$ cat src/bridge_cfg.svh
// Bridge build constants shared by the package and the RTL
// Slot i decodes BASE + i*SPAN up to the next window, SPAN bytes each
// Addresses outside the slot windows are not decoded
`ifndef BRIDGE_CFG_SVH
`define BRIDGE_CFG_SVH

// --------------------------------------------------
// Slave slots
// --------------------------------------------------
`define BRIDGE_NUM_SLAVES 4

// --------------------------------------------------
// Bus widths
// --------------------------------------------------
`define BRIDGE_ADDR_W 32
`define BRIDGE_DATA_W 32

// --------------------------------------------------
// Address map
// --------------------------------------------------
`define BRIDGE_SLAVE_BASE 32'h4000_0000
`define BRIDGE_SLAVE_SPAN 32'h0000_1000

`endif

$ cat src/bridge_pkg.sv
// Types shared by the bridge RTL and its testbench
// Widths and slot count come from the cfg header
`include "bridge_cfg.svh"

package bridge_pkg;

  // Bus words
  typedef logic [`BRIDGE_ADDR_W-1:0] addr_t;
  typedef logic [`BRIDGE_DATA_W-1:0] data_t;

  // One bit or one word per slave slot
  typedef logic [`BRIDGE_NUM_SLAVES-1:0] slave_vec_t;
  typedef data_t [`BRIDGE_NUM_SLAVES-1:0] slave_data_t;

  // AHB transfer type, encoded as on the bus
  typedef enum logic [1:0] {
    IDLE   = 2'b00,
    BUSY   = 2'b01,
    NONSEQ = 2'b10,
    SEQ    = 2'b11
  } htrans_e;

  // APB sequencer states
  typedef enum logic [1:0] {
    APB_IDLE   = 2'b00,
    APB_SETUP  = 2'b01,
    APB_ACCESS = 2'b10
  } apb_state_e;

endpackage

$ cat src/bridge_xfer_if.sv
// Hand-over of one pending transfer from the AHB front end to the APB sequencer
// pending rises on the accepting edge and holds until the edge where done is high
// addr and write stay stable while pending is high
`timescale 1ns/1ps

interface bridge_xfer_if
  import bridge_pkg::*;
();

  // Front end side
  logic  pending;
  addr_t addr;
  logic  write;

  // Sequencer side, done is a single-cycle pulse
  logic  done;
  data_t rdata;

  modport front (
    output pending,
    output addr,
    output write,
    input  done,
    input  rdata
  );

  modport seq (
    input  pending,
    input  addr,
    input  write,
    output done,
    output rdata
  );

endinterface

$ cat src/ahb_apb_bridge.sv
// AHB to APB bridge on a single clock, one transfer in flight
// Zero-wait APB access holds hready low for three cycles
// hresp is not provided, unmapped addresses wait forever on pready
`timescale 1ns/1ps

`include "bridge_cfg.svh"

module ahb_apb_bridge
  import bridge_pkg::*;
(
  // AHB side
  input  logic        hclk21,
  input  logic        hreset_n21,
  input  logic        hsel,
  input  addr_t       haddr,
  input  htrans_e     htrans,
  input  logic        hwrite,
  input  data_t       hwdata,
  output data_t       hrdata,
  output logic        hready,

  // APB signals common to all slots
  output addr_t       paddr,
  output logic        pwrite,
  output data_t       pwdata,
  output logic        penable,

  // Per-slot APB signals
  output slave_vec_t  psel,
  input  slave_vec_t  pready,
  input  slave_data_t prdata
);

  logic        accept;
  apb_state_e  apb_state;
  slave_vec_t  slot_ready;
  slave_data_t slot_rdata;

  bridge_xfer_if xfer_if ();

  // --------------------------------------------------
  // AHB front end
  // --------------------------------------------------
  ahb_front_end u_front_end (
    .hclk21     (hclk21),
    .hreset_n21 (hreset_n21),
    .hsel       (hsel),
    .haddr      (haddr),
    .htrans     (htrans),
    .hwrite     (hwrite),
    .hready     (hready),
    .hrdata     (hrdata),
    .accept     (accept),
    .xfer       (xfer_if.front)
  );

  // --------------------------------------------------
  // Slave slots
  // --------------------------------------------------
  for (genvar i = 0; i < `BRIDGE_NUM_SLAVES; i++) begin : g_slot
    apb_slot #(
      .slot_index (i)
    ) u_slot (
      .hclk21     (hclk21),
      .hreset_n21 (hreset_n21),
      .accept     (accept),
      .haddr      (haddr),
      .apb_state  (apb_state),
      .psel       (psel[i]),
      .pready     (pready[i]),
      .prdata     (prdata[i]),
      .slot_ready (slot_ready[i]),
      .slot_rdata (slot_rdata[i])
    );
  end

  // --------------------------------------------------
  // APB sequencer
  // --------------------------------------------------
  apb_sequencer u_sequencer (
    .hclk21     (hclk21),
    .hreset_n21 (hreset_n21),
    .xfer       (xfer_if.seq),
    .slot_ready (slot_ready),
    .slot_rdata (slot_rdata),
    .apb_state  (apb_state),
    .paddr      (paddr),
    .pwrite     (pwrite),
    .penable    (penable)
  );

  // Master holds hwdata through the data phase, so no capture needed
  assign pwdata = hwdata;

endmodule

$ cat src/ahb_front_end.sv
// AHB slave side of the bridge, one outstanding transfer at a time
// hready stays low from the accepting edge until the sequencer signals done
// hrdata is loaded on every completion, writes included
`timescale 1ns/1ps

module ahb_front_end
  import bridge_pkg::*;
(
  input  logic    hclk21,
  input  logic    hreset_n21,
  input  logic    hsel,
  input  addr_t   haddr,
  input  htrans_e htrans,
  input  logic    hwrite,
  output logic    hready,
  output data_t   hrdata,
  output logic    accept,
  bridge_xfer_if.front xfer
);

  logic  valid_trans;
  logic  data_phase;
  addr_t addr_q;
  logic  write_q;

  // --------------------------------------------------
  // Transfer qualification
  // --------------------------------------------------

  // Only NONSEQ and SEQ start work, IDLE and BUSY are ignored
  assign valid_trans = hsel && ((htrans == NONSEQ) || (htrans == SEQ));

  // Accept only while the bus is in the address phase
  assign accept = valid_trans && !data_phase;

  assign hready = !data_phase;

  // --------------------------------------------------
  // Phase tracking and read data
  // --------------------------------------------------
  always_ff @(posedge hclk21 or negedge hreset_n21) begin
    if (!hreset_n21) begin
      data_phase <= 1'b0;
      hrdata     <= '0;
    end else begin
      if (accept) begin
        data_phase <= 1'b1;
      end else if (xfer.done) begin
        data_phase <= 1'b0;
        hrdata     <= xfer.rdata;
      end
    end
  end

  // Address and direction held for the sequencer
  always_ff @(posedge hclk21) begin
    if (accept) begin
      addr_q  <= haddr;
      write_q <= hwrite;
    end
  end

  assign xfer.pending = data_phase;
  assign xfer.addr    = addr_q;
  assign xfer.write   = write_q;

endmodule

$ cat src/apb_sequencer.sv
// APB master state machine, IDLE then SETUP then ACCESS then back to IDLE
// Every transfer returns to IDLE before the next one starts
// done and rdata are combinational in the completing ACCESS cycle
`timescale 1ns/1ps

module apb_sequencer
  import bridge_pkg::*;
(
  input  logic        hclk21,
  input  logic        hreset_n21,
  bridge_xfer_if.seq  xfer,
  input  slave_vec_t  slot_ready,
  input  slave_data_t slot_rdata,
  output apb_state_e  apb_state,
  output addr_t       paddr,
  output logic        pwrite,
  output logic        penable
);

  apb_state_e state;
  logic       ready_any;
  data_t      rdata_any;

  // --------------------------------------------------
  // Slot drain
  // --------------------------------------------------

  // Unselected slots drive zero, so a plain OR acts as the mux
  assign ready_any = |slot_ready;

  always_comb begin
    data_t acc;
    acc = '0;
    for (int i = 0; i < $bits(slave_vec_t); i++) begin
      acc = acc | slot_rdata[i];
    end
    rdata_any = acc;
  end

  // Completion pulse back to the front end
  assign xfer.done  = (state == APB_ACCESS) && ready_any;
  assign xfer.rdata = rdata_any;

  // --------------------------------------------------
  // State machine
  // --------------------------------------------------
  always_ff @(posedge hclk21 or negedge hreset_n21) begin
    if (!hreset_n21) begin
      state   <= APB_IDLE;
      penable <= 1'b0;
      paddr   <= '0;
      pwrite  <= 1'b0;
    end else begin
      case (state)
        APB_IDLE: begin
          if (xfer.pending) begin
            state  <= APB_SETUP;
            paddr  <= xfer.addr;
            pwrite <= xfer.write;
          end
        end
        APB_SETUP: begin
          state   <= APB_ACCESS;
          penable <= 1'b1;
        end
        APB_ACCESS: begin
          // Wait states simply hold here
          if (ready_any) begin
            state   <= APB_IDLE;
            penable <= 1'b0;
          end
        end
        default: begin
          state   <= APB_IDLE;
          penable <= 1'b0;
        end
      endcase
    end
  end

  assign apb_state = state;

endmodule

$ cat src/apb_slot.sv
// One APB slave slot of the fixed address map
// slot_index must be below the slot count from the cfg header
// The window match is taken on accept and held until the next accept
`timescale 1ns/1ps

`include "bridge_cfg.svh"

module apb_slot
  import bridge_pkg::*;
#(
  parameter int slot_index = 0
) (
  input  logic       hclk21,
  input  logic       hreset_n21,
  input  logic       accept,
  input  addr_t      haddr,
  input  apb_state_e apb_state,
  output logic       psel,
  input  logic       pready,
  input  data_t      prdata,
  output logic       slot_ready,
  output data_t      slot_rdata
);

  // Lower bound of this slot's window
  localparam addr_t slot_base = addr_t'(`BRIDGE_SLAVE_BASE + slot_index * `BRIDGE_SLAVE_SPAN);

  addr_t offset;
  logic  in_window;
  logic  match;

  // Unsigned offset, so anything below the base wraps high and misses
  assign offset    = haddr - slot_base;
  assign in_window = (offset < addr_t'(`BRIDGE_SLAVE_SPAN));

  always_ff @(posedge hclk21 or negedge hreset_n21) begin
    if (!hreset_n21) begin
      match <= 1'b0;
    end else if (accept) begin
      match <= in_window;
    end
  end

  // Selected through SETUP and ACCESS
  assign psel = match && (apb_state != APB_IDLE);

  // Zero when not selected so the sequencer can OR all slots
  assign slot_ready = psel && pready;
  assign slot_rdata = psel ? prdata : '0;

endmodule

$ cat config.mk
export PLATFORM = sky130hd
export DESIGN_NAME = ahb_apb_bridge
export DESIGN_NICKNAME = d
export VERILOG_FILES = /design/src/bridge_pkg.sv /design/src/bridge_xfer_if.sv /design/src/ahb_apb_bridge.sv /design/src/ahb_front_end.sv /design/src/apb_sequencer.sv /design/src/apb_slot.sv
export VERILOG_INCLUDE_DIRS = /design/src
export SDC_FILE = /design/constraint.sdc
export NUM_CORES = 1
export LEC_CHECK = 0
export BUFFER_PORTS_ARGS = -buffer_cell sky130_fd_sc_hd__buf_2
export CORE_AREA = 2 2 118 120
export DETAILED_ROUTE_END_ITERATION = 10
export DIE_AREA = 0 0 120 122
export GPL_ROUTABILITY_DRIVEN = 0
export PLACE_DENSITY = 0.8
export SLEW_MARGIN = 20
export SYNTH_ARGS = -nofsm -noshare
export SYNTH_HDL_FRONTEND = slang
export SYNTH_SLANG_ARGS = --single-unit
$ cat constraint.sdc
create_clock -name hclk21 -period 3.5 [get_ports hclk21]
set_input_delay 0.7 -clock hclk21 [delete_from_list [all_inputs] [get_ports hclk21]]
set_output_delay 0.7 -clock hclk21 [all_outputs]
set_load 0.02 [all_outputs]
* After elaboration in Yosys (flattened, before gate mapping)
Index checks and enable logic that the tools add are counted.
** Storage, ports and cells
- Bits in registers :: 106
- Output and inout port bits :: 103
- Bits of input ports :: 202
- Logic and storage cells :: 63
** Cells by class
- Mux-type cells :: 11
- Equal/unequal tests :: 6
- Bitwise logic cells :: 5
- Reductions and logical operators :: 21
- Add/subtract/negate cells :: 4
- $lt $le $gt $ge :: 4
** Operator list (count)
- 32-bit by 13-bit < comparator with 1-bit output, second input constant :: 4
- 32-bit two-way mux :: 4
- 32-bit by 31-bit subtractor with 32-bit output, second input constant :: 4
- 32-bit bitwise OR :: 3
- 1-bit logical AND :: 11
- 2-bit AND reduction :: 4
- 2-bit equality test, second input constant :: 3
- 2-bit case mux with 3 select lines :: 1
- 2-bit two-way mux :: 2
- 2-bit nonzero test :: 2
- 4-bit OR reduction :: 1
- 1-bit two-way mux :: 3
- 1-bit case mux with 3 select lines :: 1
- 2-bit by 1-bit equality test with 1-bit output, second input constant :: 1
- 2-bit logical NOT :: 1
- 2-bit by 1-bit != test with 1-bit output, second input constant :: 1
- 2-bit != test, second input constant :: 1
- 1-bit NOT :: 2
- 1-bit logical NOT :: 1
- 1-bit logical OR :: 1

* Depth between registers and ports, before layout
- Depth in word-level cells :: 7
- Depth in mapped cells :: 8
- Mapped depth without buffers :: 8

* Cells and area by module
A second synthesis with hierarchy kept.
** Second synthesis, totals
- Cell total of the unflattened synthesis :: 583
- Area total of the unflattened synthesis :: 6373.6 um^2
** By module, submodules not included
- ahb_front_end :: seq. area each 1816.7 um^2, area each 2941.6 um^2, cells each 219, times used 1
- apb_sequencer :: seq. area each 900.9 um^2, area each 1615.3 um^2, cells each 113, times used 1
- apb_slot at g_slot[2].u_slot :: seq. area each 25.0 um^2, area each 529.3 um^2, cells each 75, times used 1
- apb_slot at g_slot[3].u_slot :: seq. area each 25.0 um^2, area each 354.1 um^2, cells each 48, times used 1
- apb_slot at g_slot[1].u_slot :: seq. area each 25.0 um^2, area each 347.8 um^2, cells each 48, times used 1
- apb_slot at g_slot[0].u_slot :: seq. area each 25.0 um^2, area each 345.3 um^2, cells each 48, times used 1
- ahb_apb_bridge :: seq. area each 0.0 um^2, area each 240.2 um^2, cells each 32, times used 1

* Worst setup path after synthesis
Ideal clock, no wire load.
- Kind :: input-to-reg
- Start point :: input port haddr[18]
- End point :: register g_slot[1].u_slot.match
- Arrival :: 2.313 ns
- Buffers on the path :: 1
- Required time :: 3.405 ns
- Cell stages on the path :: 7
- Path slack :: 1.092 ns
- Cells stage by stage :: buf_6 -> or4_4 -> nor3_4 -> nand2_2 -> a2111oi_2 -> a31oi_1 -> o31ai_1
** On the way
- Cells in the longest elaborated chain, start to end :: 2
** RTL lines
- from (decl) :: line ahb_apb_bridge.sv:15 : input addr_t haddr,
- 32-bit by 31-bit subtractor with 32-bit output :: line apb_slot.sv:33 : assign offset = haddr - slot_base;
- 32-bit by 13-bit < comparator with 1-bit output :: line apb_slot.sv:34 : assign in_window = (offset < addr_t'(`BRIDGE_SLAVE_SPAN));
- to (signal assigned) :: line apb_slot.sv:40 : match <= in_window;
- to (decl) :: line apb_slot.sv:30 : logic match;
Every way passes these cells.
A chain may end at the register's enable or synchronous reset.

* Worst setup path after layout
- Start point :: register u_sequencer.state[1], in the netlist u_sequencer.apb_state[1]
- End point :: output port psel[0]
** On the way
- Cells in the longest elaborated chain, start to end :: 2
** RTL lines
- from (decl) :: line apb_sequencer.sv:20 : apb_state_e state;
- from (signal assigned) :: line apb_sequencer.sv:49 : state <= APB_IDLE;
- from (signal assigned) :: line apb_sequencer.sv:57 : state <= APB_SETUP;
- from (signal assigned) :: line apb_sequencer.sv:63 : state <= APB_ACCESS;
- 2-bit nonzero test :: line apb_slot.sv:45 : assign psel = match && (apb_state != APB_IDLE);
- 1-bit logical AND :: line apb_slot.sv:45
- to (decl) :: line ahb_apb_bridge.sv:29 : output slave_vec_t psel,
Every way passes these cells.

==> metrics.txt <==
# TYPE chip_impl_metric gauge
chip_impl_metric{name="final-setup-viol-count",unit=""} 0
chip_impl_info{name="reg2reg_from",value="u_front_end.xfer.pending"} 1
chip_impl_metric{name="achievable-frequency",unit="MHz"} 386
chip_impl_metric{name="static-leakage-power",unit="nW"} 2.99
chip_impl_info{name="timing.critical_path.cells",value="nor2_1 -> nor2b_2 -> buf_4 -> buf_2"} 1
chip_impl_metric{name="cts_setup_buffers",unit=""} 0
chip_impl_metric{name="initial_utilization",unit=""} 0.394
chip_impl_metric{name="vdd_drop_max",unit="mV"} 0.260
chip_impl_metric{name="clock-skew-final",unit="ns"} 0.00639
chip_impl_metric{name="finalCriticalPeriod",unit="ns"} 2.59
chip_impl_metric{name="crit_arrival",unit="ns"} 1.89
chip_impl_metric{name="use_met2",unit=""} 0.343
chip_impl_metric{name="layout_setup_ws",unit="ns"} 0.910
chip_impl_metric{name="layout-area-overhead-vs-synth",unit="%"} 24.8
chip_impl_metric{name="synthDominantCellAreaShare",unit=""} 0.344
chip_impl_metric{name="synth_seq_area_share",unit=""} 0.530
chip_impl_metric{name="cts_hold_repair.buffers",unit=""} 0
chip_impl_metric{name="syn-cell-area",unit="sq um"} 5320
chip_impl_metric{name="clk_pin_slew",unit="ns"} 0.07
chip_impl_metric{name="fillerInstances",unit=""} 1238
chip_impl_metric{name="power_density",unit="nW/um^2"} 550
chip_impl_metric{name="drc",unit=""} 0
chip_impl_metric{name="timing.critical_path.buf_inv",unit=""} 2
chip_impl_metric{name="floorplan.core_area",unit="sq um"} 13500
chip_impl_info{name="path_class",value="reg -> out"} 1
chip_impl_metric{name="final_min_period_over_clock_period",unit=""} 0.740
chip_impl_metric{name="detailed_place_hpwl",unit="mm"} 11.0
chip_impl_metric{name="synthesis.area_per_instance",unit="sq um"} 11.6
chip_impl_info{name="ys.flop_type",value="sky130_fd_sc_hd__dfrtp_1"} 1
chip_impl_metric{name="die-height",unit="um"} 122
chip_impl_metric{name="postSynthCellCount",unit=""} 460
chip_impl_info{name="hold_path_class",value="reg -> reg"} 1
chip_impl_metric{name="cts-root-to-sink-buffers",unit=""} 2
chip_impl_metric{name="post_placement_cell_area",unit="sq um"} 6350
chip_impl_metric{name="avgRoutedWirePerCell",unit="um"} 17.7
chip_impl_metric{name="detailedRoute.firstPassIterationCount",unit=""} 5
chip_impl_metric{name="tritoncts.num_buffers",unit=""} 9
chip_impl_metric{name="routed_wirelength",unit="mm"} 14.8
chip_impl_info{name="hold_path_startpoint",value="u_front_end.hrdata[19]"} 1
chip_impl_metric{name="ys_ff_latch",unit=""} 106
chip_impl_metric{name="globalRouteTotalUtil",unit=""} 0.194
chip_impl_metric{name="clk-insertion-delay-late",unit="ns"} 0.34
chip_impl_metric{name="synth.yosys.warnings",unit=""} 0
chip_impl_metric{name="grt_first_pass_wirelength",unit="mm"} 21.8
chip_impl_metric{name="finalInstanceArea",unit="sq um"} 6630
chip_impl_metric{name="critPathMaxFanout",unit=""} 26
chip_impl_info{name="worstSetupStartpoint",value="u_sequencer.apb_state[1]"} 1
chip_impl_metric{name="postRouteAntennaNets",unit=""} 0
chip_impl_info{name="synth.most_common_cell",value="sky130_fd_sc_hd__dfrtp_1"} 1
chip_impl_metric{name="final_net_count",unit=""} 852
chip_impl_info{name="clock_tree.root_cell",value="sky130_fd_sc_hd__clkbuf_16"} 1
chip_impl_metric{name="num_io_pins",unit=""} 305
chip_impl_info{name="critical-path-slowest-cell",value="sky130_fd_sc_hd__dfrtp_1"} 1
chip_impl_info{name="synth_top_cell_by_area",value="sky130_fd_sc_hd__dfrtp_1"} 1
chip_impl_info{name="cts_tree",value="built"} 1
chip_impl_info{name="run_status",value="finished, final reports clean"} 1
chip_impl_metric{name="globalRoute.totalOverflow",unit=""} 0
chip_impl_metric{name="cts_resized",unit=""} 0
chip_impl_metric{name="post_drt_via_cell_ratio",unit=""} 5.31
chip_impl_metric{name="first_global_vias",unit=""} 4108
chip_impl_metric{name="synth_async_sr_flop_share",unit=""} 0.689
chip_impl_metric{name="drt_iter0_markers",unit=""} 190
chip_impl_metric{name="crit_required",unit="ns"} 2.80
chip_impl_metric{name="synth_nets",unit=""} 665
chip_impl_info{name="timing.critical_path.from_type",value="flop"} 1
chip_impl_metric{name="clkSinkCount",unit=""} 106
chip_impl_metric{name="grt_max_degree",unit=""} 74
chip_impl_metric{name="cts_max_level",unit=""} 3
chip_impl_info{name="globalRoute.busiestLayer",value="met2"} 1
chip_impl_metric{name="antenna_found_initial",unit=""} 3
chip_impl_metric{name="globalRouteMet1Util",unit=""} 0.223
chip_impl_info{name="critical-path-top-delay-family",value="buffers and inverters"} 1
chip_impl_info{name="endpoint_kind",value="primary output"} 1
chip_impl_metric{name="report.final.slew_viol_count",unit=""} 0
chip_impl_metric{name="cap_viol_max_count",unit=""} 0
chip_impl_metric{name="setup_tns",unit="ns"} 0
chip_impl_metric{name="synth_edf_count",unit=""} 33
chip_impl_metric{name="io_buffer_count",unit=""} 239
chip_impl_metric{name="std_cell_rows",unit=""} 43
chip_impl_metric{name="floorplan.die_area",unit="sq um"} 14600
chip_impl_metric{name="die_w",unit="um"} 120
chip_impl_metric{name="timing.final.hold_violations",unit=""} 0
chip_impl_info{name="ys_top_cells_by_area",value="sky130_fd_sc_hd__dfrtp_1, sky130_fd_sc_hd__edfxtp_1, sky130_fd_sc_hd__mux2_2"} 1
chip_impl_metric{name="final_layout_size_suffix_gt1_frac",unit=""} 0.477
chip_impl_metric{name="pre_cts_ws",unit="ns"} 0.765
chip_impl_metric{name="routed-via-count",unit=""} 4431
chip_impl_metric{name="unique_masters_post_synth",unit=""} 55
chip_impl_metric{name="total_power",unit="mW"} 3.65
chip_impl_metric{name="global_route.usage.met3",unit=""} 0.0478
chip_impl_info{name="grt_setup_unrepaired",value="no"} 1
chip_impl_metric{name="worst_pin_slew",unit="ns"} 0.939
chip_impl_metric{name="slew_limit_headroom",unit=""} 0.374
chip_impl_metric{name="max_stage_delay",unit="ns"} 0.44
chip_impl_info{name="synth_top_cells_by_count",value="sky130_fd_sc_hd__dfrtp_1, sky130_fd_sc_hd__nand2_1, sky130_fd_sc_hd__o21ai_0"} 1
## cell families (layout without fill, tap and decap cells)
kind of cell	Yosys count	in the layout	synth area share
and+or+nand+nor	101	101	0.103
buffers and inverters	76	268	0.0902
adders and majority gates	3	3	0.00706
xor gates and xnor gates	8	8	0.0132
other	0	2	0
AOI/OAI and AO/OA	131	131	0.183
DFF	106	106	0.530
muxes	35	35	0.0737
## layout by cell type (no fill, tap or decap), types with 2 or more instances in the layout
cell,synthesis,layout
sky130_fd_sc_hd__ha_1,3,3
sky130_fd_sc_hd__dfrtp_1,73,73
sky130_fd_sc_hd__nor2b_2,0,4
sky130_fd_sc_hd__a221oi_1,33,33
sky130_fd_sc_hd__a21boi_0,2,2
sky130_fd_sc_hd__xor2_1,4,4
sky130_fd_sc_hd__nand2_1,42,42
sky130_fd_sc_hd__nand4_1,6,6
sky130_fd_sc_hd__a22oi_1,2,2
sky130_fd_sc_hd__a22o_1,33,33
sky130_fd_sc_hd__o2111ai_1,2,2
sky130_fd_sc_hd__and3_2,2,2
sky130_fd_sc_hd__buf_4,36,8
sky130_fd_sc_hd__nand3_1,6,6
sky130_fd_sc_hd__nor2_1,14,14
sky130_fd_sc_hd__o41ai_1,3,3
sky130_fd_sc_hd__inv_6,0,2
sky130_fd_sc_hd__mux2i_1,2,2
sky130_fd_sc_hd__a31oi_1,2,2
sky130_fd_sc_hd__inv_1,6,6
sky130_fd_sc_hd__nor4_1,5,5
sky130_fd_sc_hd__xnor2_1,4,4
sky130_fd_sc_hd__edfxtp_1,33,33
sky130_fd_sc_hd__a211oi_1,2,2
sky130_fd_sc_hd__nor3_1,3,2
sky130_fd_sc_hd__nor4b_1,2,2
sky130_fd_sc_hd__a21oi_1,5,5
sky130_fd_sc_hd__mux2_2,33,33
sky130_fd_sc_hd__o21ai_0,38,38
sky130_fd_sc_hd__o31ai_1,4,4
sky130_fd_sc_hd__clkbuf_16,0,9
sky130_fd_sc_hd__buf_2,0,238
sky130_fd_sc_hd__diode_2,0,2
## power breakdown
| group | internal [mW] | switching (mW) | leakage (nW) |
|---|---|---|---|
| Clock | 0.492 | 0.454 | 0.133 |
| Sequential | 1.49 | 0.112 | 1.23 |
| Combinational | 0.479 | 0.621 | 1.63 |
| Total | 2.46 | 1.19 | 2.99 |
## routing by layer
| metal | vias to the layer above | part of all wire |
|---|---|---|
| met5 | - | 0 |
| met4 | 0 | 0.025 |
| met3 | 23 | 0.080 |
| met2 | 209 | 0.51 |
| met1 | 2113 | 0.39 |
| li1 | 2086 | - |
## worst paths after layout
path	endpoint	slack [ns]	cells after the start
setup reg to reg	g_slot[1].u_slot.match	1.44	6
max in group asynchronous	u_sequencer.paddr[29]	2.40	1
hold reg to reg	u_front_end.hrdata[19]	0.48	2
hold / removal	u_front_end.hrdata[19]	0.48	2
setup / recovery	psel[0]	0.91	4
min in group asynchronous	u_front_end.hrdata[26]	0.50	1
## layout make-up
class | count | area, sq um | share of cell area
Clock buffer | 10 | 229 | 0.0345
Sequential cell | 106 | 2820 | 0.425
Antenna cell | 2 | 5.00 | 0.000755
Inverter | 6 | 22.5 | 0.00340
Tap cell | 180 | 225 | 0.0340
Multi-Input combinational cell | 278 | 2030 | 0.307
Clock inverter | 6 | 48.8 | 0.00736
Timing Repair Buffer | 246 | 1250 | 0.189
## through the flow
stage | hold WS, ns | util | cells
floorplan | 0.404 | - | 460
global placement | 0.455 | 0.470 | 816
detailed placement | 0.463 | 0.470 | 816
CTS | 0.480 | 0.491 | 832
global route | 0.489 | 0.491 | 834
finish | 0.476 | 0.491 | 834
## state kept, by name, indices dropped and copies added, names as in the netlist
name and flops:
g_slot.u_slot.match 4, u_front_end.xfer.write 1, u_front_end.xfer.pending 1, u_sequencer.penable 1
u_sequencer.paddr 32, u_sequencer.pwrite 1, u_front_end.xfer.addr 32, u_sequencer.apb_state 2
u_front_end.hrdata 32
## worst register-to-register path, stage by stage (launching register included)
cell,delay (ns)
sky130_fd_sc_hd__dfrtp_1,0.37
sky130_fd_sc_hd__nand3b_2,0.36
sky130_fd_sc_hd__nor4b_1,0.50
sky130_fd_sc_hd__o2111ai_1,0.20
sky130_fd_sc_hd__nor4_1,0.21
sky130_fd_sc_hd__nand4_1,0.13
sky130_fd_sc_hd__o31ai_1,0.20
(Power assumes the default switching activity.)
